**config.mk**
```make
export PLATFORM = sky130hd
export DESIGN_NAME = board_regs_top
export DESIGN_NICKNAME = d
export VERILOG_FILES = /design/src/source/board_pkg.sv /design/src/source/safety_pkg.sv /design/src/source/reg_bus_if.sv /design/src/source/ctrl_state_if.sv /design/src/source/reg_decode.sv /design/src/source/board_ctrl_exec.sv /design/src/source/safety_timers.sv /design/src/source/reg_readback.sv /design/src/source/board_regs_top.sv
export SDC_FILE = /design/constraint.sdc
export NUM_CORES = 1
export LEC_CHECK = 0
export ABC_AREA = 1
export BUFFER_PORTS_ARGS = -buffer_cell sky130_fd_sc_hd__buf_2
export CORE_ASPECT_RATIO = 2
export CORE_MARGIN = 5
export CORE_UTILIZATION = 54
export DETAILED_ROUTE_END_ITERATION = 6
export MAX_ROUTING_LAYER = met4
export PLACE_DENSITY = 0.9
export SLEW_MARGIN = 25
export SYNTH_ARGS = -nofsm -noshare
export SYNTH_HDL_FRONTEND = slang
export SYNTH_HIERARCHICAL = 1
export SYNTH_SLANG_ARGS = --single-unit
```
**constraint.sdc**
```tcl
create_clock -name sysclk -period 2.42 [get_ports sysclk]
set_input_delay 0.484 -clock sysclk [delete_from_list [all_inputs] [get_ports sysclk]]
set_output_delay 0.484 -clock sysclk [all_outputs]
set_load 0.03 [all_outputs]
```
**src/source/board_pkg.sv**
```systemverilog
/*
 * board register map
 * register offsets, address page value, version words and the
 * opcode types passed from the address decoder to the datapath
 */
package board_pkg;

    // ----------------------------------------------------------
    // address fields
    // ----------------------------------------------------------
    localparam logic [3:0] ADDR_MAIN = 4'h0;    // bits 15:12, board page

    // register offsets, address bits 3:0
    localparam logic [3:0] REG_STATUS   = 4'd0;
    localparam logic [3:0] REG_PHYCTRL  = 4'd1;
    localparam logic [3:0] REG_PHYDATA  = 4'd2;
    localparam logic [3:0] REG_TIMEOUT  = 4'd3;
    localparam logic [3:0] REG_VERSION  = 4'd4;
    localparam logic [3:0] REG_TEMPSNS  = 4'd5;
    localparam logic [3:0] REG_DIGIOUT  = 4'd6;
    localparam logic [3:0] REG_FVERSION = 4'd7;
    localparam logic [3:0] REG_PROMSTAT = 4'd8;
    localparam logic [3:0] REG_PROMRES  = 4'd9;
    localparam logic [3:0] REG_DIGIN    = 4'd10;

    // version words
    localparam logic [31:0] VERSION_WORD    = 32'h514c_4131;  // "QLA1"
    localparam logic [31:0] FW_VERSION_WORD = 32'h0000_0004;

    // ----------------------------------------------------------
    // bus opcodes
    // ----------------------------------------------------------
    typedef enum logic [2:0] {
        WR_NONE, WR_STATUS, WR_PHYCTRL, WR_PHYDATA, WR_TIMEOUT, WR_DIGIOUT
    } wr_op_e;

    // one select per readable offset, same encoding as the offset
    typedef enum logic [3:0] {
        RD_STATUS, RD_PHYCTRL, RD_PHYDATA, RD_TIMEOUT, RD_VERSION, RD_TEMPSNS,
        RD_DIGIOUT, RD_FVERSION, RD_PROMSTAT, RD_PROMRES, RD_DIGIN,
        RD_ZERO = 4'hf
    } rd_sel_e;

endpackage

```
**src/source/safety_pkg.sv**
```systemverilog
/*
 * safety definitions
 * axis count, watchdog and settle timer widths, settle states
 */
package safety_pkg;

    localparam int NUM_AXES = 4;    // axes on this board
    localparam int WDOG_W   = 16;   // watchdog period / counter
    localparam int MV_CNT_W = 16;   // settle tick counter

    // motor-voltage settle machine
    typedef enum logic [1:0] {
        MV_OFF,         // supply not good, amps held off
        MV_SETTLE,      // supply good, blanking running
        MV_GOOD         // blanking done
    } mv_state_e;

endpackage

```
**src/source/reg_bus_if.sv**
```systemverilog
/*
 * decoded register access
 * carries the write opcode, write data and read select from the
 * address decoder to the control and read-back blocks
 */
`timescale 1ns/1ps

interface reg_bus_if;
    import board_pkg::*;

    wr_op_e      wr_op;       // WR_NONE unless a main-page write
    logic [31:0] wdata;       // raw host write data
    rd_sel_e     rd_sel;      // decoded read offset
    logic        any_write;   // host strobe, any address

    modport decoder (
        output wr_op, wdata, rd_sel, any_write
    );

    // control registers and watchdog clear
    modport executor (
        input wr_op, wdata, any_write
    );

    // read mux, holds on writes
    modport reader (
        input rd_sel, wr_op
    );

endinterface

```
**src/source/ctrl_state_if.sv**
```systemverilog
/*
 * control and safety state
 * register state from the control block and timer state from the
 * safety timers, gathered for the read-back mux
 */
`timescale 1ns/1ps

interface ctrl_state_if;
    import safety_pkg::*;

    logic [NUM_AXES-1:0] reg_disable;        // host amp disables
    logic                pwr_enable;
    logic                relay_on;
    logic [NUM_AXES-1:0] dout;               // digital outputs
    logic [15:0]         phy_ctrl;           // scratch
    logic [15:0]         phy_data;           // scratch
    logic [WDOG_W-1:0]   wdog_period;
    logic                wdog_timeout;
    logic [NUM_AXES-1:0] wdog_amp_disable;
    logic [NUM_AXES-1:0] mv_amp_disable;     // settle blanking

    modport exec_side (
        output reg_disable, pwr_enable, relay_on, dout, phy_ctrl, phy_data, wdog_period,
        input  wdog_amp_disable
    );

    modport timer_side (
        output wdog_timeout, wdog_amp_disable, mv_amp_disable,
        input  wdog_period
    );

    modport read_side (
        input reg_disable, pwr_enable, relay_on, dout, phy_ctrl, phy_data,
        input wdog_period, wdog_timeout
    );

endinterface

```
**src/source/reg_decode.sv**
```systemverilog
/*
 * register address decoder
 * sorts host write address and strobe into a write opcode and the
 * read address into a read select, both purely combinational
 */
`timescale 1ns/1ps

module reg_decode (
    input  logic [15:0] reg_waddr,
    input  logic [15:0] reg_raddr,
    input  logic [31:0] reg_wdata,
    input  logic        reg_wen,
    reg_bus_if.decoder  bus
);
    import board_pkg::*;

    logic wr_page;  // write hits board page
    logic rd_page;  // read hits board page

    assign wr_page = (reg_waddr[15:12] == ADDR_MAIN) && (reg_waddr[7:4] == 4'd0);
    assign rd_page = (reg_raddr[15:12] == ADDR_MAIN) && (reg_raddr[7:4] == 4'd0);

    assign bus.wdata     = reg_wdata;
    assign bus.any_write = reg_wen;     // watchdog clear, any address

    // write opcode, writable offsets only
    always_comb begin
        bus.wr_op = WR_NONE;
        if (reg_wen && wr_page) begin
            case (reg_waddr[3:0])
                REG_STATUS:  bus.wr_op = WR_STATUS;
                REG_PHYCTRL: bus.wr_op = WR_PHYCTRL;
                REG_PHYDATA: bus.wr_op = WR_PHYDATA;
                REG_TIMEOUT: bus.wr_op = WR_TIMEOUT;
                REG_DIGIOUT: bus.wr_op = WR_DIGIOUT;
                default:     bus.wr_op = WR_NONE;    // prom etc, not ours
            endcase
        end
    end

    // read select, anything unknown reads zero
    always_comb begin
        bus.rd_sel = RD_ZERO;
        if (rd_page && (reg_raddr[3:0] <= REG_DIGIN)) begin
            bus.rd_sel = rd_sel_e'(reg_raddr[3:0]);  // select encoding = offset
        end
    end

endmodule

```
**src/source/board_ctrl_exec.sv**
```systemverilog
/*
 * board control registers
 * applies masked host writes to amp enables, relay, power and
 * digital outputs, holds phy scratch and watchdog period, latches
 * amp disables on watchdog or safety faults, raises soft reset
 */
`timescale 1ns/1ps

module board_ctrl_exec (
    input  logic                              sysclk,
    input  logic                              reset,
    input  logic [safety_pkg::NUM_AXES-1:0]   safety_amp_disable,
    reg_bus_if.executor                       bus,
    ctrl_state_if.exec_side                   state,
    output logic                              soft_reset_req
);
    import board_pkg::*;
    import safety_pkg::*;

    logic [NUM_AXES-1:0] dis_next;    // status write result
    logic [NUM_AXES-1:0] dout_next;   // digout write result
    logic                fault_hit;   // any fault disable pending

    // ----------------------------------------------------------
    // masked write values
    // ----------------------------------------------------------
    // bits 11:8 are the masks for data bits 3:0
    always_comb begin
        for (int i = 0; i < NUM_AXES; i++) begin
            // power off forces the amp disabled
            dis_next[i]  = ~state.pwr_enable |
                           (bus.wdata[8+i] ? ~bus.wdata[i] : state.reg_disable[i]);
            dout_next[i] = bus.wdata[8+i] ? bus.wdata[i] : state.dout[i];
        end
    end

    assign fault_hit = (|state.wdog_amp_disable) || (|safety_amp_disable);

    // ----------------------------------------------------------
    // register file
    // ----------------------------------------------------------
    always_ff @(posedge sysclk) begin
        if (!reset) begin
            state.reg_disable <= '1;            // all amps off
            state.pwr_enable  <= 1'b0;
            state.relay_on    <= 1'b0;
            state.dout        <= '0;
            state.phy_ctrl    <= '0;
            state.phy_data    <= '0;
            state.wdog_period <= '1;            // armed, long period
            soft_reset_req    <= 1'b0;
        end else begin
            soft_reset_req <= 1'b0;             // pulse by default
            case (bus.wr_op)
                WR_STATUS: begin
                    state.reg_disable <= dis_next;
                    // relay 17 masks 16
                    state.relay_on   <= bus.wdata[17] ? bus.wdata[16] : state.relay_on;
                    // power 19 masks 18
                    state.pwr_enable <= bus.wdata[19] ? bus.wdata[18] : state.pwr_enable;
                    // soft reset 21 masks 20, one cycle only
                    soft_reset_req   <= bus.wdata[21] & bus.wdata[20] & ~soft_reset_req;
                end
                WR_PHYCTRL: state.phy_ctrl    <= bus.wdata[15:0];
                WR_PHYDATA: state.phy_data    <= bus.wdata[15:0];
                WR_TIMEOUT: state.wdog_period <= bus.wdata[WDOG_W-1:0];
                WR_DIGIOUT: state.dout        <= dout_next;
                default: begin
                    // no board write, latch fault disables
                    if (fault_hit) begin
                        state.reg_disable <= state.reg_disable |
                                             state.wdog_amp_disable |
                                             safety_amp_disable;
                    end
                end
            endcase
        end
    end

endmodule

```
**src/source/safety_timers.sv**
```systemverilog
/*
 * safety timers
 * divides sysclk into a watchdog tick, runs the host watchdog that
 * any register write clears, and blanks the amps while the motor
 * supply settles after mv_good rises
 */
`timescale 1ns/1ps

module safety_timers #(
    parameter int WDOG_DIV_WIDTH  = 8,      // tick every 2**n clocks
    parameter int MV_SETTLE_TICKS = 7680    // blanking length in ticks
) (
    input  logic              sysclk,
    input  logic              reset,
    input  logic              mv_good,
    reg_bus_if.executor       bus,
    ctrl_state_if.timer_side  state
);
    import safety_pkg::*;

    logic [WDOG_DIV_WIDTH-1:0] div_cnt;   // tick prescaler
    logic                      tick;
    logic [WDOG_W-1:0]         wdog_cnt;  // ticks since last write
    logic [MV_CNT_W-1:0]       mv_cnt;    // settle ticks so far
    mv_state_e                 mv_state;

    // ----------------------------------------------------------
    // tick divider
    // ----------------------------------------------------------
    always_ff @(posedge sysclk) begin
        if (!reset) div_cnt <= '0;
        else        div_cnt <= div_cnt + 1'b1;
    end

    assign tick = &div_cnt;     // last count of each period

    // ----------------------------------------------------------
    // watchdog
    // ----------------------------------------------------------
    always_ff @(posedge sysclk) begin
        if (!reset || bus.any_write) begin
            wdog_cnt               <= '0;       // host is alive
            state.wdog_timeout     <= 1'b0;
            state.wdog_amp_disable <= '0;
        end else if (tick && (state.wdog_period != '0)) begin
            if (wdog_cnt < state.wdog_period) begin
                wdog_cnt <= wdog_cnt + 1'b1;
            end else begin
                state.wdog_timeout     <= 1'b1;  // sticky until a write
                state.wdog_amp_disable <= '1;
            end
        end
    end

    // ----------------------------------------------------------
    // motor voltage settle
    // ----------------------------------------------------------
    always_ff @(posedge sysclk) begin
        if (!reset) begin
            mv_state <= MV_OFF;
            mv_cnt   <= '0;
        end else if (!mv_good) begin
            mv_state <= MV_OFF;                 // supply lost, start over
            mv_cnt   <= '0;
        end else begin
            case (mv_state)
                MV_OFF:    mv_state <= MV_SETTLE;
                MV_SETTLE: begin
                    if (tick) begin
                        if (mv_cnt == MV_CNT_W'(MV_SETTLE_TICKS - 1)) mv_state <= MV_GOOD;
                        else mv_cnt <= mv_cnt + 1'b1;
                    end
                end
                default:   mv_state <= MV_GOOD; // hold
            endcase
        end
    end

    // amps blanked until settled
    assign state.mv_amp_disable = (mv_state == MV_GOOD) ? '0 : '1;

endmodule

```
**src/source/reg_readback.sv**
```systemverilog
/*
 * register read-back
 * builds the status and digital input words and registers the word
 * picked by the read select, holding it across board writes
 */
`timescale 1ns/1ps

module reg_readback (
    input  logic                            sysclk,
    input  logic                            reset,
    input  logic [3:0]                      board_id,      // rotary switch
    input  logic [15:0]                     temp_sense,
    input  logic [safety_pkg::NUM_AXES-1:0] neg_limit,
    input  logic [safety_pkg::NUM_AXES-1:0] pos_limit,
    input  logic [safety_pkg::NUM_AXES-1:0] home,
    input  logic [safety_pkg::NUM_AXES-1:0] fault,
    input  logic                            relay,         // relay feedback
    input  logic                            mv_good,
    input  logic                            v_fault,
    input  logic [safety_pkg::NUM_AXES-1:0] safety_amp_disable,
    input  logic [31:0]                     prom_status,
    input  logic [31:0]                     prom_result,
    reg_bus_if.reader                       bus,
    ctrl_state_if.read_side                 state,
    output logic [31:0]                     reg_rdata
);
    import board_pkg::*;
    import safety_pkg::*;

    logic [31:0] status_word;
    logic [31:0] digin_word;
    logic [31:0] rd_word;       // selected, before the register

    assign status_word = {4'(NUM_AXES), board_id,                     // byte 3
                          state.wdog_timeout, 3'd0,                   // byte 2
                          mv_good, state.pwr_enable, ~relay, state.relay_on,
                          4'd0, fault,                                // byte 1
                          safety_amp_disable, ~state.reg_disable};    // byte 0, 1 = on

    assign digin_word = {15'd0, v_fault, state.dout, neg_limit, pos_limit, home};

    always_comb begin
        case (bus.rd_sel)
            RD_STATUS:   rd_word = status_word;
            RD_PHYCTRL:  rd_word = {16'd0, state.phy_ctrl};
            RD_PHYDATA:  rd_word = {16'd0, state.phy_data};
            RD_TIMEOUT:  rd_word = 32'(state.wdog_period);
            RD_VERSION:  rd_word = VERSION_WORD;
            RD_TEMPSNS:  rd_word = {16'd0, temp_sense};
            RD_DIGIOUT:  rd_word = 32'(state.dout);
            RD_FVERSION: rd_word = FW_VERSION_WORD;
            RD_PROMSTAT: rd_word = prom_status;
            RD_PROMRES:  rd_word = prom_result;
            RD_DIGIN:    rd_word = digin_word;
            default:     rd_word = 32'd0;
        endcase
    end

    always_ff @(posedge sysclk) begin
        if (!reset) reg_rdata <= '0;
        else if (bus.wr_op == WR_NONE) reg_rdata <= rd_word;   // hold on board write
    end

endmodule

```
**src/source/board_regs_top.sv**
```systemverilog
/*
 * board register block, top level
 * host register access, control registers, watchdog and settle
 * blanking for a four-axis motor controller
 */
`timescale 1ns/1ps

module board_regs_top #(
    parameter int WDOG_DIV_WIDTH  = 8,
    parameter int MV_SETTLE_TICKS = 7680    // ~40 ms at default tick
) (
    input  logic                            sysclk,
    input  logic                            reset,
    // host register port
    input  logic [15:0]                     reg_raddr,
    input  logic [15:0]                     reg_waddr,
    input  logic [31:0]                     reg_wdata,
    input  logic                            reg_wen,
    output logic [31:0]                     reg_rdata,
    // board inputs
    input  logic [3:0]                      board_id,
    input  logic [15:0]                     temp_sense,
    input  logic [safety_pkg::NUM_AXES-1:0] neg_limit,
    input  logic [safety_pkg::NUM_AXES-1:0] pos_limit,
    input  logic [safety_pkg::NUM_AXES-1:0] home,
    input  logic [safety_pkg::NUM_AXES-1:0] fault,
    input  logic                            relay,
    input  logic                            mv_good,
    input  logic                            v_fault,
    input  logic [safety_pkg::NUM_AXES-1:0] safety_amp_disable,
    input  logic [31:0]                     prom_status,
    input  logic [31:0]                     prom_result,
    // board outputs
    output logic [safety_pkg::NUM_AXES-1:0] amp_disable,
    output logic [safety_pkg::NUM_AXES-1:0] dout,
    output logic                            pwr_enable,
    output logic                            relay_on,
    output logic                            soft_reset_req
);

    reg_bus_if    bus ();
    ctrl_state_if state ();

    reg_decode u_decode (
        .reg_waddr, .reg_raddr, .reg_wdata, .reg_wen, .bus(bus.decoder)
    );

    board_ctrl_exec u_exec (
        .sysclk, .reset, .safety_amp_disable,
        .bus(bus.executor), .state(state.exec_side), .soft_reset_req
    );

    safety_timers #(
        .WDOG_DIV_WIDTH(WDOG_DIV_WIDTH), .MV_SETTLE_TICKS(MV_SETTLE_TICKS)
    ) u_timers (
        .sysclk, .reset, .mv_good, .bus(bus.executor), .state(state.timer_side)
    );

    reg_readback u_readback (
        .sysclk, .reset, .board_id, .temp_sense, .neg_limit, .pos_limit, .home, .fault,
        .relay, .mv_good, .v_fault, .safety_amp_disable, .prom_status, .prom_result,
        .bus(bus.reader), .state(state.read_side), .reg_rdata
    );

    // host disables or settle blanking
    assign amp_disable = state.reg_disable | state.mv_amp_disable;
    assign dout        = state.dout;
    assign pwr_enable  = state.pwr_enable;
    assign relay_on    = state.relay_on;

endmodule

```
# Word-level counts from Yosys, hierarchy flattened
# Index checks and enable logic that the tools add are counted.
dict set report classes {
  muxes 14
  bitwise_logic 20
  add_sub_neg 3
  magnitude_cmp 2
  reduce_logical 35
  n_eq_ne 24
}
# cell n
set op_table {}
lappend op_table {{$pmux 32 s11} 1}
lappend op_table {{$add 16x1->16 const B} 2}
lappend op_table {{$logic_not 4->1} 6}
lappend op_table {{$reduce_and 2->1} 12}
lappend op_table {{$eq 4x3->1 const B} 5}
lappend op_table {{$eq 16x13->1 const B} 1}
lappend op_table {{$eq 4x2->1 const B} 4}
lappend op_table {{$lt 16x16->1} 1}
lappend op_table {{$reduce_bool 16->1} 1}
lappend op_table {{$pmux 3 s5} 1}
lappend op_table {{$eq 4x4->1 const B} 3}
lappend op_table {{$mux 4} 3}
lappend op_table {{$or 4x4->4} 3}
lappend op_table {{$reduce_or 4->1} 3}
lappend op_table {{$not 1->1} 10}
lappend op_table {{$reduce_and 10->1} 1}
lappend op_table {{$add 8x1->8 const B} 1}
lappend op_table {{$eq 4x1->1 const B} 2}
lappend op_table {{$pmux 4 s2} 1}
lappend op_table {{$reduce_and 8->1} 1}
lappend op_table {{$eq 3x2->1 const B} 2}
lappend op_table {{$eq 3x3->1 const B} 2}
lappend op_table {{$logic_and 1x1->1} 5}
lappend op_table {{$le 4x4->1 const B} 1}
lappend op_table {{other kinds (16)} 26}
dict set report totals {
  reg_bits 135
  in_bits 174
}

# Logic depth before layout (Yosys ltp)
# Gate-level depths: netlist of the first run.
dict set report depth {
  depth_word 8
  mapped_depth 15
  depth_no_buf 14
}

# Hierarchy
# The synthesis of the first run kept the hierarchy.
# mod instances area_per_inst_um2 cells_each
set by_module_without_submodules {}
lappend by_module_without_submodules {safety_timers 1 2807.7 451}
lappend by_module_without_submodules {reg_readback 1 2544.9 494}
lappend by_module_without_submodules {board_ctrl_exec 1 2275.9 301}
lappend by_module_without_submodules {reg_decode 1 422.9 73}
lappend by_module_without_submodules {board_regs_top 1 45.0 12}

# Worst setup path before layout of the first run
# OpenSTA, ideal clock, no wires.
dict set report synth_timing {
  kind {input-to-reg}
  start {input port reg_waddr[13]}
  end {register u_readback.reg_rdata[0]}
  t_required_ps 2350
  path_stages 9
  t_arrival_ps 1957
  path_slack_ps 393
  n_path_buf 1
  path_cell_list {or2_0 > nor2_1 > nand2_1 > nor2_1 > nor3_1 > inv_1 > clkbuf_1 > nand2_1 > a21oi_1}
}
dict set report synth_via {
  elab_chain_len 5
}
# element line_no
set synth_lines {}
lappend synth_lines {{start: declaration} board_regs_top.sv:16} ;# input logic [15:0] reg_waddr,
lappend synth_lines {{$logic_not 4->1} reg_decode.sv:20} ;# assign wr_page = (reg_waddr[15:12] == ADDR_MAIN) && (reg_waddr[7:4] == 4'd0);
lappend synth_lines {{$logic_and 1x1->1} reg_decode.sv:20}
lappend synth_lines {{$logic_and 1x1->1} reg_decode.sv:29} ;# if (reg_wen && wr_page) begin
lappend synth_lines {{$mux 3} reg_decode.sv:29}
lappend synth_lines {{named net bus.wr_op[2]} reg_bus_if.sv:11} ;# wr_op_e wr_op;
lappend synth_lines {{$logic_not 3->1} reg_readback.sv:61} ;# else if (bus.wr_op == WR_NONE) reg_rdata <= rd_word;
lappend synth_lines {{end signal: assignment} reg_readback.sv:61}
lappend synth_lines {{end: declaration} reg_readback.sv:25} ;# output logic [31:0] reg_rdata
# The timed path passes the listed nets, and every way through them passes these cells.
# A chain may end at the register's enable or synchronous reset.

# Worst setup path in the final report of the first run
dict set report layout_timing {
  start {register u_exec.state.wdog_period[9]}
  end {register u_timers/state.wdog_amp_disable[0] (netlist name)}
}
dict set report layout_via {
  elab_chain_len 3
  elab_cells_between_ends 5
}
# element line_no
set layout_lines {}
lappend layout_lines {{start: declaration} ctrl_state_if.sv:23} ;# output reg_disable, pwr_enable, relay_on, dout, phy_ctrl, phy_data, wdog_period,
lappend layout_lines {{start signal: assignment} board_ctrl_exec.sv:66} ;# WR_TIMEOUT: state.wdog_period <= bus.wdata[WDOG_W-1:0];
lappend layout_lines {{$lt 16x16->1 or $reduce_bool 16->1 (tied branches)} {safety_timers.sv:46, safety_timers.sv:45}}
lappend layout_lines {{$not 1->1 (no line) or $logic_and 1x1->1 (tied branches)} --}
lappend layout_lines {{$reduce_and 2->1 (no line) (*)} --}
# Every way passes the cells marked *; elsewhere a longest branch is shown, timed or not.

==> results of run 1 <==
==> where the power goes <==
| part | total [W] | internal [W] | switching [W] |
|---|---|---|---|
| Clock | 0.00248 | 0.00153 | 0.000947 |
| Sequential | 0.00222 | 0.00221 | 0.00000672 |
| Combinational | 0.000262 | 0.000118 | 0.000144 |
==> state kept, by name, indices dropped and copies added, names as in the netlist, 2 cells and up <==
signal                    count
u_exec/state.phy_ctrl        16
u_timers/div_cnt              8
u_exec/state.wdog_period     16
u_exec/state.reg_disable      4
u_timers/mv_cnt              16
u_exec/state.phy_data        16
u_readback/reg_rdata         32
u_exec/state.dout             4
u_timers/mv_state             2
u_timers/wdog_cnt            16
==> per-layer routing <==
layer  part of all wire  global-route usage  up-vias
met3              0.091              0.0982      190
met2               0.49               0.521      485
li1                   -                   -     4490
met1               0.31               0.259     4037
met5                  0                   -        -
met4               0.10               0.296        0
==> metrics by stage <==
| step | utilization | hold slack, ns | worst slack (ns) |
|---|---|---|---|
| after global routing | 0.658 | 0.314 | 0.0637 |
| after CTS | 0.657 | 0.300 | 0.281 |
| after detailed placement | 0.619 | 0.414 | 0.0404 |
| after global placement | 0.619 | 0.404 | 0.0861 |
| final | 0.658 | 0.303 | 0.233 |
| after floorplan | - | 0.418 | 0.393 |
==> worst max-delay path by stage <==
| stage | from | end | slack (ns) |
|---|---|---|---|
| detailed placement | reg_raddr[7] | u_readback/reg_rdata[26] | 0.04 |
| floorplan | reg_waddr[13] | u_readback/reg_rdata[0] | 0.39 |
| global route | u_exec/state.wdog_period[15] | u_timers/wdog_cnt[0] | 0.06 |
| CTS | u_exec/state.wdog_period[15] | u_timers/wdog_cnt[0] | 0.28 |
| global placement | reg_raddr[7] | u_readback/reg_rdata[9] | 0.09 |
| finish | u_exec/state.wdog_period[9] | u_timers/state.wdog_amp_disable[0] | 0.23 |
==> worst max-delay path, delay by kind of cell (launching register included) <==
kind,cells,cell delay [ns]
buf+inv,3,0.43
simple gates,4,0.36
fa+ha+maj,1,0.30
compound gates,3,0.53
flops,1,0.43
==> cell type report <==
cell class	count	share of cell area
flip-flops and latches	134	0.276
repair buffers	228	0.132
clock buffers	22	0.0468
diodes	8	0.00206
inverters	166	0.0642
multi-input cells	949	0.443
well taps	195	0.0251
clock inverters	10	0.0108
==> flow_summary.json, run 1 <==
{
  "vias": 9202,
  "finClkSkew_ns": 0.00617,
  "grt_max_degree": 33,
  "slew_violations": 0,
  "powerDensity_mw_per_mm2": 511,
  "portBuffers": 198,
  "worst_pin_slew_ns": 0.601,
  "fin_area_sq_mm": 0.00970,
  "multi_input_area_sq_mm": 0.00430,
  "ctsResizeCount": 0,
  "min_path_type": "in -> reg",
  "syn_area_sq_mm": 0.00802,
  "io_pins": 217,
  "outcome": "finished clean",
  "synth_warnings": 6,
  "drc": 0,
  "min_to": "u_exec/soft_reset_req",
  "area_growth_pct": 21.0,
  "fin_tns_setup_ns": 0,
  "core-area_sq_mm": 0.0147,
  "worstPathArrival_ns": 2.48,
  "hold_depth": 3,
  "cp_slowest_cell": "dfxtp_1",
  "critPathLaunchType": "register",
  "final_cells": 1712,
  "gp_congestion": 0.933,
  "worstPathCellList": "inv_1, ha_1, nand2_1, inv_1, o21bai_1, a21oi_1, nor2_1, buf_4, nand2_1, a21oi_1, nor2_1",
  "die_w_um": 96.2,
  "cp_max_fo": 30,
  "die_y_um": 182,
  "die-area_sq_mm": 0.0175,
  "r2r_slack_ns": 0.23,
  "nFillCells": 1284,
  "leakage_nw": 4.97,
  "clkSinkCount": 134,
  "wirelength_mm": 26.8,
  "criticalPathCategory": "reg -> reg",
  "cts_tree": "done",
  "fin_crit_ns": 2.19,
  "hold_buffers": 0,
  "rsz0062_at_grt": "no",
  "grt.total_usage": 0.313,
  "finalHoldViolCount": 0,
  "fin_nets": 1688,
  "cts_buffers": 17,
  "dpl.hpwl_mm": 19.9,
  "min_period_over_period": 0.904,
  "firstDrtPassIters": 7,
  "h-tree-depth": 4,
  "syn_avg_cell_area_sq_um": 6.07,
  "grt_antenna_before_repair": 8,
  "dpl-instance-area_sq_mm": 0.00912,
  "drt_iter0_drc": 675,
  "insertion_delay_ns": 0.41,
  "placementRows": 63,
  "netlist_instances": 1321,
  "cp-end-kind": "register",
  "clkTransAtPathRegs_ns": 0.06,
  "grt_pass1_wl_mm": 41.6,
  "cp_data_required_time_ns": 2.71,
  "viasPerCell": 5.38,
  "hp-start": "reg_wdata[20]",
  "grt_pass1_vias": 8987,
  "ff2ff_path_depth": 11,
  "start_util": 0.544,
  "cts_setup_buffers": 0,
  "gr-total-overflow": 0,
  "final_common_cell": "nand2_1",
  "slew-limit-headroom": 0.599,
  "maxCapViolations": 0,
  "wire_per_inst_um": 15.6,
  "seq_area_sq_mm": 0.00268,
  "drive_above_1_share": 0.186,
  "setup_viol": 0,
  "cts_buffer_depth": 2,
  "reg2reg_to": "u_timers/state.wdog_amp_disable[0]",
  "ir_drop_uv": 489,
  "dp_cells": 1672,
  "reg2reg_from": "u_exec/state.wdog_period[9]",
  "max_stage_delay_ns": 0.43,
  "most-common-layout-cells": "nand2_1, buf_2, nor2_1",
  "cts-root-buf": "clkbuf_16",
  "max_freq_mhz": 457,
  "totalPowerFinal_w": 0.00496,
  "synthesis.nets": 1513,
  "ant_nets": 0
}
No activity file was read; power rests on OpenSTA's default activity.
==> run 2, diff against run 1 <==
- CELL_PAD_IN_SITES_DETAIL_PLACEMENT: not set -> 0
- CELL_PAD_IN_SITES_GLOBAL_PLACEMENT: not set -> 1
- CORE_UTILIZATION: 54 -> 36
- PLACE_DENSITY: 0.9 -> 0.89
==> flow_summary.json, run 2 (same netlist as run 1, synthesis figures left out) <==
{
  "hp-start": "reg_wdata[20]",
  "dpl.hpwl_mm": 21.8,
  "startpoint": "u_exec/state.wdog_period[5]",
  "outcome": "finished clean",
  "clkSinkCount": 134,
  "gp_congestion": 0.935,
  "fin_nets": 1691,
  "grt_max_degree": 39,
  "slew_violations": 0,
  "most-common-layout-cells": "nand2_1, buf_2, nor2_1",
  "setup_viol": 0,
  "wirelength_mm": 27.2,
  "firstDrtPassIters": 4,
  "clkTransAtPathRegs_ns": 0.06,
  "regMostFlops": "u_readback/reg_rdata",
  "finClkSkew_ns": 0.00791,
  "portBuffers": 198,
  "cp_slowest_cell": "nand2_1",
  "grt_pass1_wl_mm": 42.4,
  "grt_pass1_vias": 8519,
  "rsz0062_at_grt": "no",
  "fin_tns_setup_ns": 0,
  "worstPathArrival_ns": 2.38,
  "slew-limit-headroom": 0.614,
  "final_cells": 1793,
  "cp_max_fo": 15,
  "min_path_type": "in -> reg",
  "r2r_slack_ns": 0.37,
  "fin_crit_ns": 2.05,
  "multi_input_area_sq_mm": 0.00430,
  "io_pins": 217,
  "ff2ff_path_depth": 9,
  "maxCapViolations": 0,
  "cts_tree": "done",
  "nFillCells": 2371,
  "powerDensity_mw_per_mm2": 503,
  "leakage_nw": 5.00,
  "reg2reg_from": "u_exec/state.wdog_period[5]",
  "largest_reg_flops": 32,
  "die_y_um": 221,
  "die-area_sq_mm": 0.0255,
  "wire_per_inst_um": 15.2,
  "worstPathCellList": "inv_1, ha_1, a21oi_1, o21a_1, nand2_1, nand2_1, nand3_1, nor2_1, nor2_1",
  "fin_area_sq_mm": 0.00989,
  "grt.total_usage": 0.218,
  "final_common_cell": "nand2_1",
  "vias": 8698,
  "min_period_over_period": 0.847,
  "cts_buffers": 17,
  "max_freq_mhz": 488,
  "placementRows": 77,
  "worst_pin_slew_ns": 0.579,
  "start_util": 0.364,
  "hold_buffers": 0,
  "min_to": "u_exec/soft_reset_req",
  "gr-total-overflow": 0,
  "cp-end-kind": "register",
  "dp_cells": 1756,
  "cts_buffer_depth": 2,
  "drt_iter0_drc": 466,
  "drc": 0,
  "cp_data_required_time_ns": 2.75,
  "ctsResizeCount": 0,
  "drive_above_1_share": 0.188,
  "cts_setup_buffers": 0,
  "insertion_delay_ns": 0.43,
  "die_w_um": 116,
  "h-tree-depth": 4,
  "area_growth_pct": 23.3,
  "viasPerCell": 4.85,
  "hold_depth": 3,
  "critPathLaunchType": "register",
  "reg2reg_to": "u_timers/wdog_cnt[1]",
  "ant_nets": 0,
  "cts-root-buf": "clkbuf_16",
  "ir_drop_uv": 383,
  "dpl-instance-area_sq_mm": 0.00931,
  "pre_cts_ws_ns": 0.0269,
  "finalHoldViolCount": 0,
  "finalWorstSetupSlack_ns": 0.370,
  "seq_area_sq_mm": 0.00268,
  "grt_antenna_before_repair": 5,
  "criticalPathCategory": "reg -> reg",
  "utilization": 0.448,
  "max_stage_delay_ns": 0.42,
  "core-area_sq_mm": 0.0221
}
run 2: cell types whose count changed in the layout (fill, tap and decap cells not counted):
cell / delta
bufinv_16: -1
buf_4: -2
clkinvlp_4: +1
diode_2: -3
clkbuf_1: -1
clkbuf_8: +3
clkinv_2: -2
buf_12: +5
run 2: report_power, final:
part           switching [W]  leakage, nW  internal, W  total (W)
clock network       0.000976        0.272      0.00151    0.00249
logic               0.000143         3.65     0.000120   0.000263
registers         0.00000649         1.08      0.00221    0.00222
total                0.00113         5.00      0.00385    0.00497
run 2: cell type report:
type,count,area share
Multi-Input combinational cell,949,0.434
Antenna cell,5,0.00127
Tap cell,276,0.0349
Inverter,166,0.0630
Timing Repair Buffer,231,0.138
Clock buffer,24,0.0497
Sequential cell,134,0.271
Clock inverter,8,0.00734
run 2: how the worst max path moves through the flow:
stage | endpoint | slack [ns]
5_1_grt | u_readback/reg_rdata[14] | 0.16
3_5_place_dp | u_readback/reg_rdata[11] | 0.03
6_report | u_timers/wdog_cnt[1] | 0.37
2_1_floorplan | u_readback/reg_rdata[0] | 0.39
4_1_cts | u_timers/wdog_cnt[1] | 0.37
3_3_place_gp | u_readback/reg_rdata[11] | 0.06
run 2: critical path: cells and delay by family (launching register included):
kind / cells / cell delay (ns)
and+or+nand+nor: 5 / 0.92
DFF: 1 / 0.41
adders and majority gates: 1 / 0.30
AOI/OAI and AO/OA: 2 / 0.26
buffers and inverters: 1 / 0.06
run 2: layer usage:
| layer | track usage | up-vias | wire, um |
|---|---|---|---|
| li1 | - | 4497 | - |
| met1 | 0.191 | 3906 | 9240 |
| met4 | 0.110 | 0 | 1190 |
| met2 | 0.418 | 224 | 15300 |
| met3 | 0.0457 | 71 | 1490 |
| met5 | - | - | 0 |
run 2: stage by stage:
stage	hold slack (ns)	power, W
2_1_floorplan	0.418	0.00238
3_3_place_gp	0.407	0.00253
3_5_place_dp	0.413	0.00253
4_1_cts	0.272	0.00502
5_1_grt	0.312	0.00513
6_report	0.300	0.00497
==> run 3, diff against run 2 <==
- CORE_UTILIZATION: 36 -> 33
- PLACE_DENSITY: 0.89 -> 0.86
- clock period: 2.42 -> 1.8 ns (I/O delays scaled with it)
==> flow_summary.json, run 3 (same netlist as run 1, synthesis figures left out) <==
{
  "outcome": "finished clean",
  "die_y_um": 230,
  "path_delay_family": "simple AND/OR/NAND/NOR gates",
  "portBuffers": 198,
  "core-area_sq_mm": 0.0239,
  "critical_path_buf_inv_count": 3,
  "worstPathArrival_ns": 2.11,
  "insertion_delay_ns": 0.44,
  "min_to": "u_exec/soft_reset_req",
  "finalHoldViolCount": 0,
  "cts_buffers": 17,
  "die-area_sq_mm": 0.0277,
  "cp-end-kind": "register",
  "dp_cells": 1842,
  "criticalPathCategory": "reg -> reg",
  "cts-root-buf": "clkbuf_16",
  "clkSinkCount": 134,
  "ff2ff_path_depth": 11,
  "vias": 9193,
  "firstDrtPassIters": 5,
  "grt_max_degree": 33,
  "grt_pass1_wl_mm": 44.7,
  "critPathLaunchType": "register",
  "min_path_type": "in -> reg",
  "crit_top_cell": "nand2_1",
  "most-common-layout-cells": "nand2_1, buf_2, nor2_1",
  "hold_buffers": 0,
  "gr-total-overflow": 0,
  "drt_iter0_drc": 544,
  "r2r_slack_ns": 0.01,
  "grt_pass1_vias": 8875,
  "clkTransAtPathRegs_ns": 0.06,
  "worst_pin_slew_ns": 0.585,
  "worstPathCellList": "inv_2, ha_4, nand4_1, buf_4, nor4_4, nand2_2, buf_6, nand3_2, nand2_1, nand2_1, nor2_1",
  "start_util": 0.335,
  "placementRows": 80,
  "cts_buffer_depth": 2,
  "io_pins": 217,
  "gp_congestion": 0.940,
  "h-tree-depth": 4,
  "final_cells": 1902,
  "finalWorstSetupSlack_ns": 0.0128,
  "leakage_nw": 5.58,
  "utilization": 0.471,
  "final_common_cell": "nand2_1",
  "max_freq_mhz": 560,
  "area_growth_pct": 40.5,
  "reg2reg_to": "u_timers/wdog_cnt[10]",
  "powerDensity_mw_per_mm2": 614,
  "rsz0062_at_grt": "yes",
  "slew_violations": 0,
  "hp-start": "reg_wdata[20]",
  "maxCapViolations": 0,
  "dpl.hpwl_mm": 22.9,
  "drive_above_1_share": 0.293,
  "cp_max_fo": 9,
  "fin_nets": 1786,
  "fin_crit_ns": 1.79,
  "cts_tree": "done",
  "wirelength_mm": 30.5,
  "reg2reg_from": "u_exec/state.wdog_period[15]",
  "ant_nets": 0,
  "ir_drop_uv": 441,
  "pre_cts_ws_ns": -0.351,
  "slew-limit-headroom": 0.610,
  "wire_per_inst_um": 16.0,
  "viasPerCell": 4.83,
  "cp_data_required_time_ns": 2.12,
  "setup_viol": 0,
  "grt.total_usage": 0.212,
  "finClkSkew_ns": 0.00943,
  "die_w_um": 120,
  "min_period_over_period": 0.993,
  "largest_reg_flops": 32,
  "drc": 0,
  "hold_depth": 3,
  "grt_antenna_before_repair": 8,
  "max_stage_delay_ns": 0.34,
  "regMostFlops": "u_readback/reg_rdata",
  "cp_slowest_cell": "dfxtp_2"
}
-- run 3: cell types whose count changed in the layout (fill, tap and decap cells not counted), moves of 7 or more --
cell / delta
buf_4: +76
nand2_1: -23
nand2_2: +19
nor2_1: -17
nand3_1: -15
nand3_2: +13
a21oi_1: -12
buf_6: +12
nor2_2: +12
a21oi_2: +11
dfxtp_1: -7
dfxtp_2: +7
-- run 3: per-stage QoR --
step                      area, sq um  setup TNS (ns)  total power (W)  hold slack (ns)
final                           11300               0          0.00692            0.156
after global routing            11300          -0.811          0.00717            0.162
after CTS                       10800               0          0.00698            0.137
after detailed placement         9920          -22.59          0.00342            0.407
after global placement           9920          -18.55          0.00342            0.403
after floorplan                  8040         -0.0746          0.00320            0.418
-- run 3: where the power goes --
part / switching, W / leakage (nW) / total, W / internal [W]
Combinational: 0.000207 / 4.21 / 0.000388 / 0.000181
Sequential: 0.00000948 / 1.08 / 0.00298 / 0.00297
Clock: 0.00143 / 0.287 / 0.00355 / 0.00213
-- run 3: worst reg2reg max path, stage by stage (launching register included) --
cell     delay, ns
dfxtp_2       0.34
inv_2         0.05
ha_4          0.25
nand4_1       0.14
buf_4         0.18
nor4_4        0.14
nand2_2       0.15
buf_6         0.18
nand3_2       0.07
nand2_1       0.06
nand2_1       0.06
nor2_1        0.04
-- run 3: what timing repair did --
action / 4_1_cts / 5_1_grt
setup endpoints to repair: 17 / 46
resized for setup: 31 / 88
pin swaps: 10 / 45
setup buffers: 4 / 8
endpoints found under the hold margin: 0 / 0
gates cloned: 3 / 5
-- run 3: area by class of cell --
cell class,instances,area (sq um)
tap,287,359
multi-input combinational,950,4700
sequential,134,2690
clock inverter,13,145
fill,2423,12700
inverter,166,632
clock buffer,19,453
antenna,8,20.0
timing repair buffer,325,2270
-- run 3: layer usage --
| layer | global-route usage | up-vias | part of all wire |
|---|---|---|---|
| met1 | 0.180 | 4130 | 0.33 |
| met2 | 0.413 | 271 | 0.56 |
| li1 | - | 4692 | - |
| met3 | 0.0512 | 100 | 0.056 |
| met5 | - | - | 0 |
| met4 | 0.115 | 0 | 0.056 |
-- run 3: worst max-delay path by stage --
stage	startpoint	to	slack, ns	cells after the start
global placement	reg_raddr[7]	u_readback/reg_rdata[8]	-0.36	13
finish	u_exec/state.wdog_period[15]	u_timers/wdog_cnt[10]	0.01	11
CTS	u_exec/state.wdog_period[14]	u_timers/wdog_cnt[7]	0.001	12
floorplan	reg_raddr[7]	u_readback/reg_rdata[9]	-0.02	14
detailed placement	reg_waddr[13]	u_exec/state.reg_disable[2]	-0.35	12
global route	u_timers/div_cnt[1]	u_timers/wdog_cnt[11]	-0.08	10
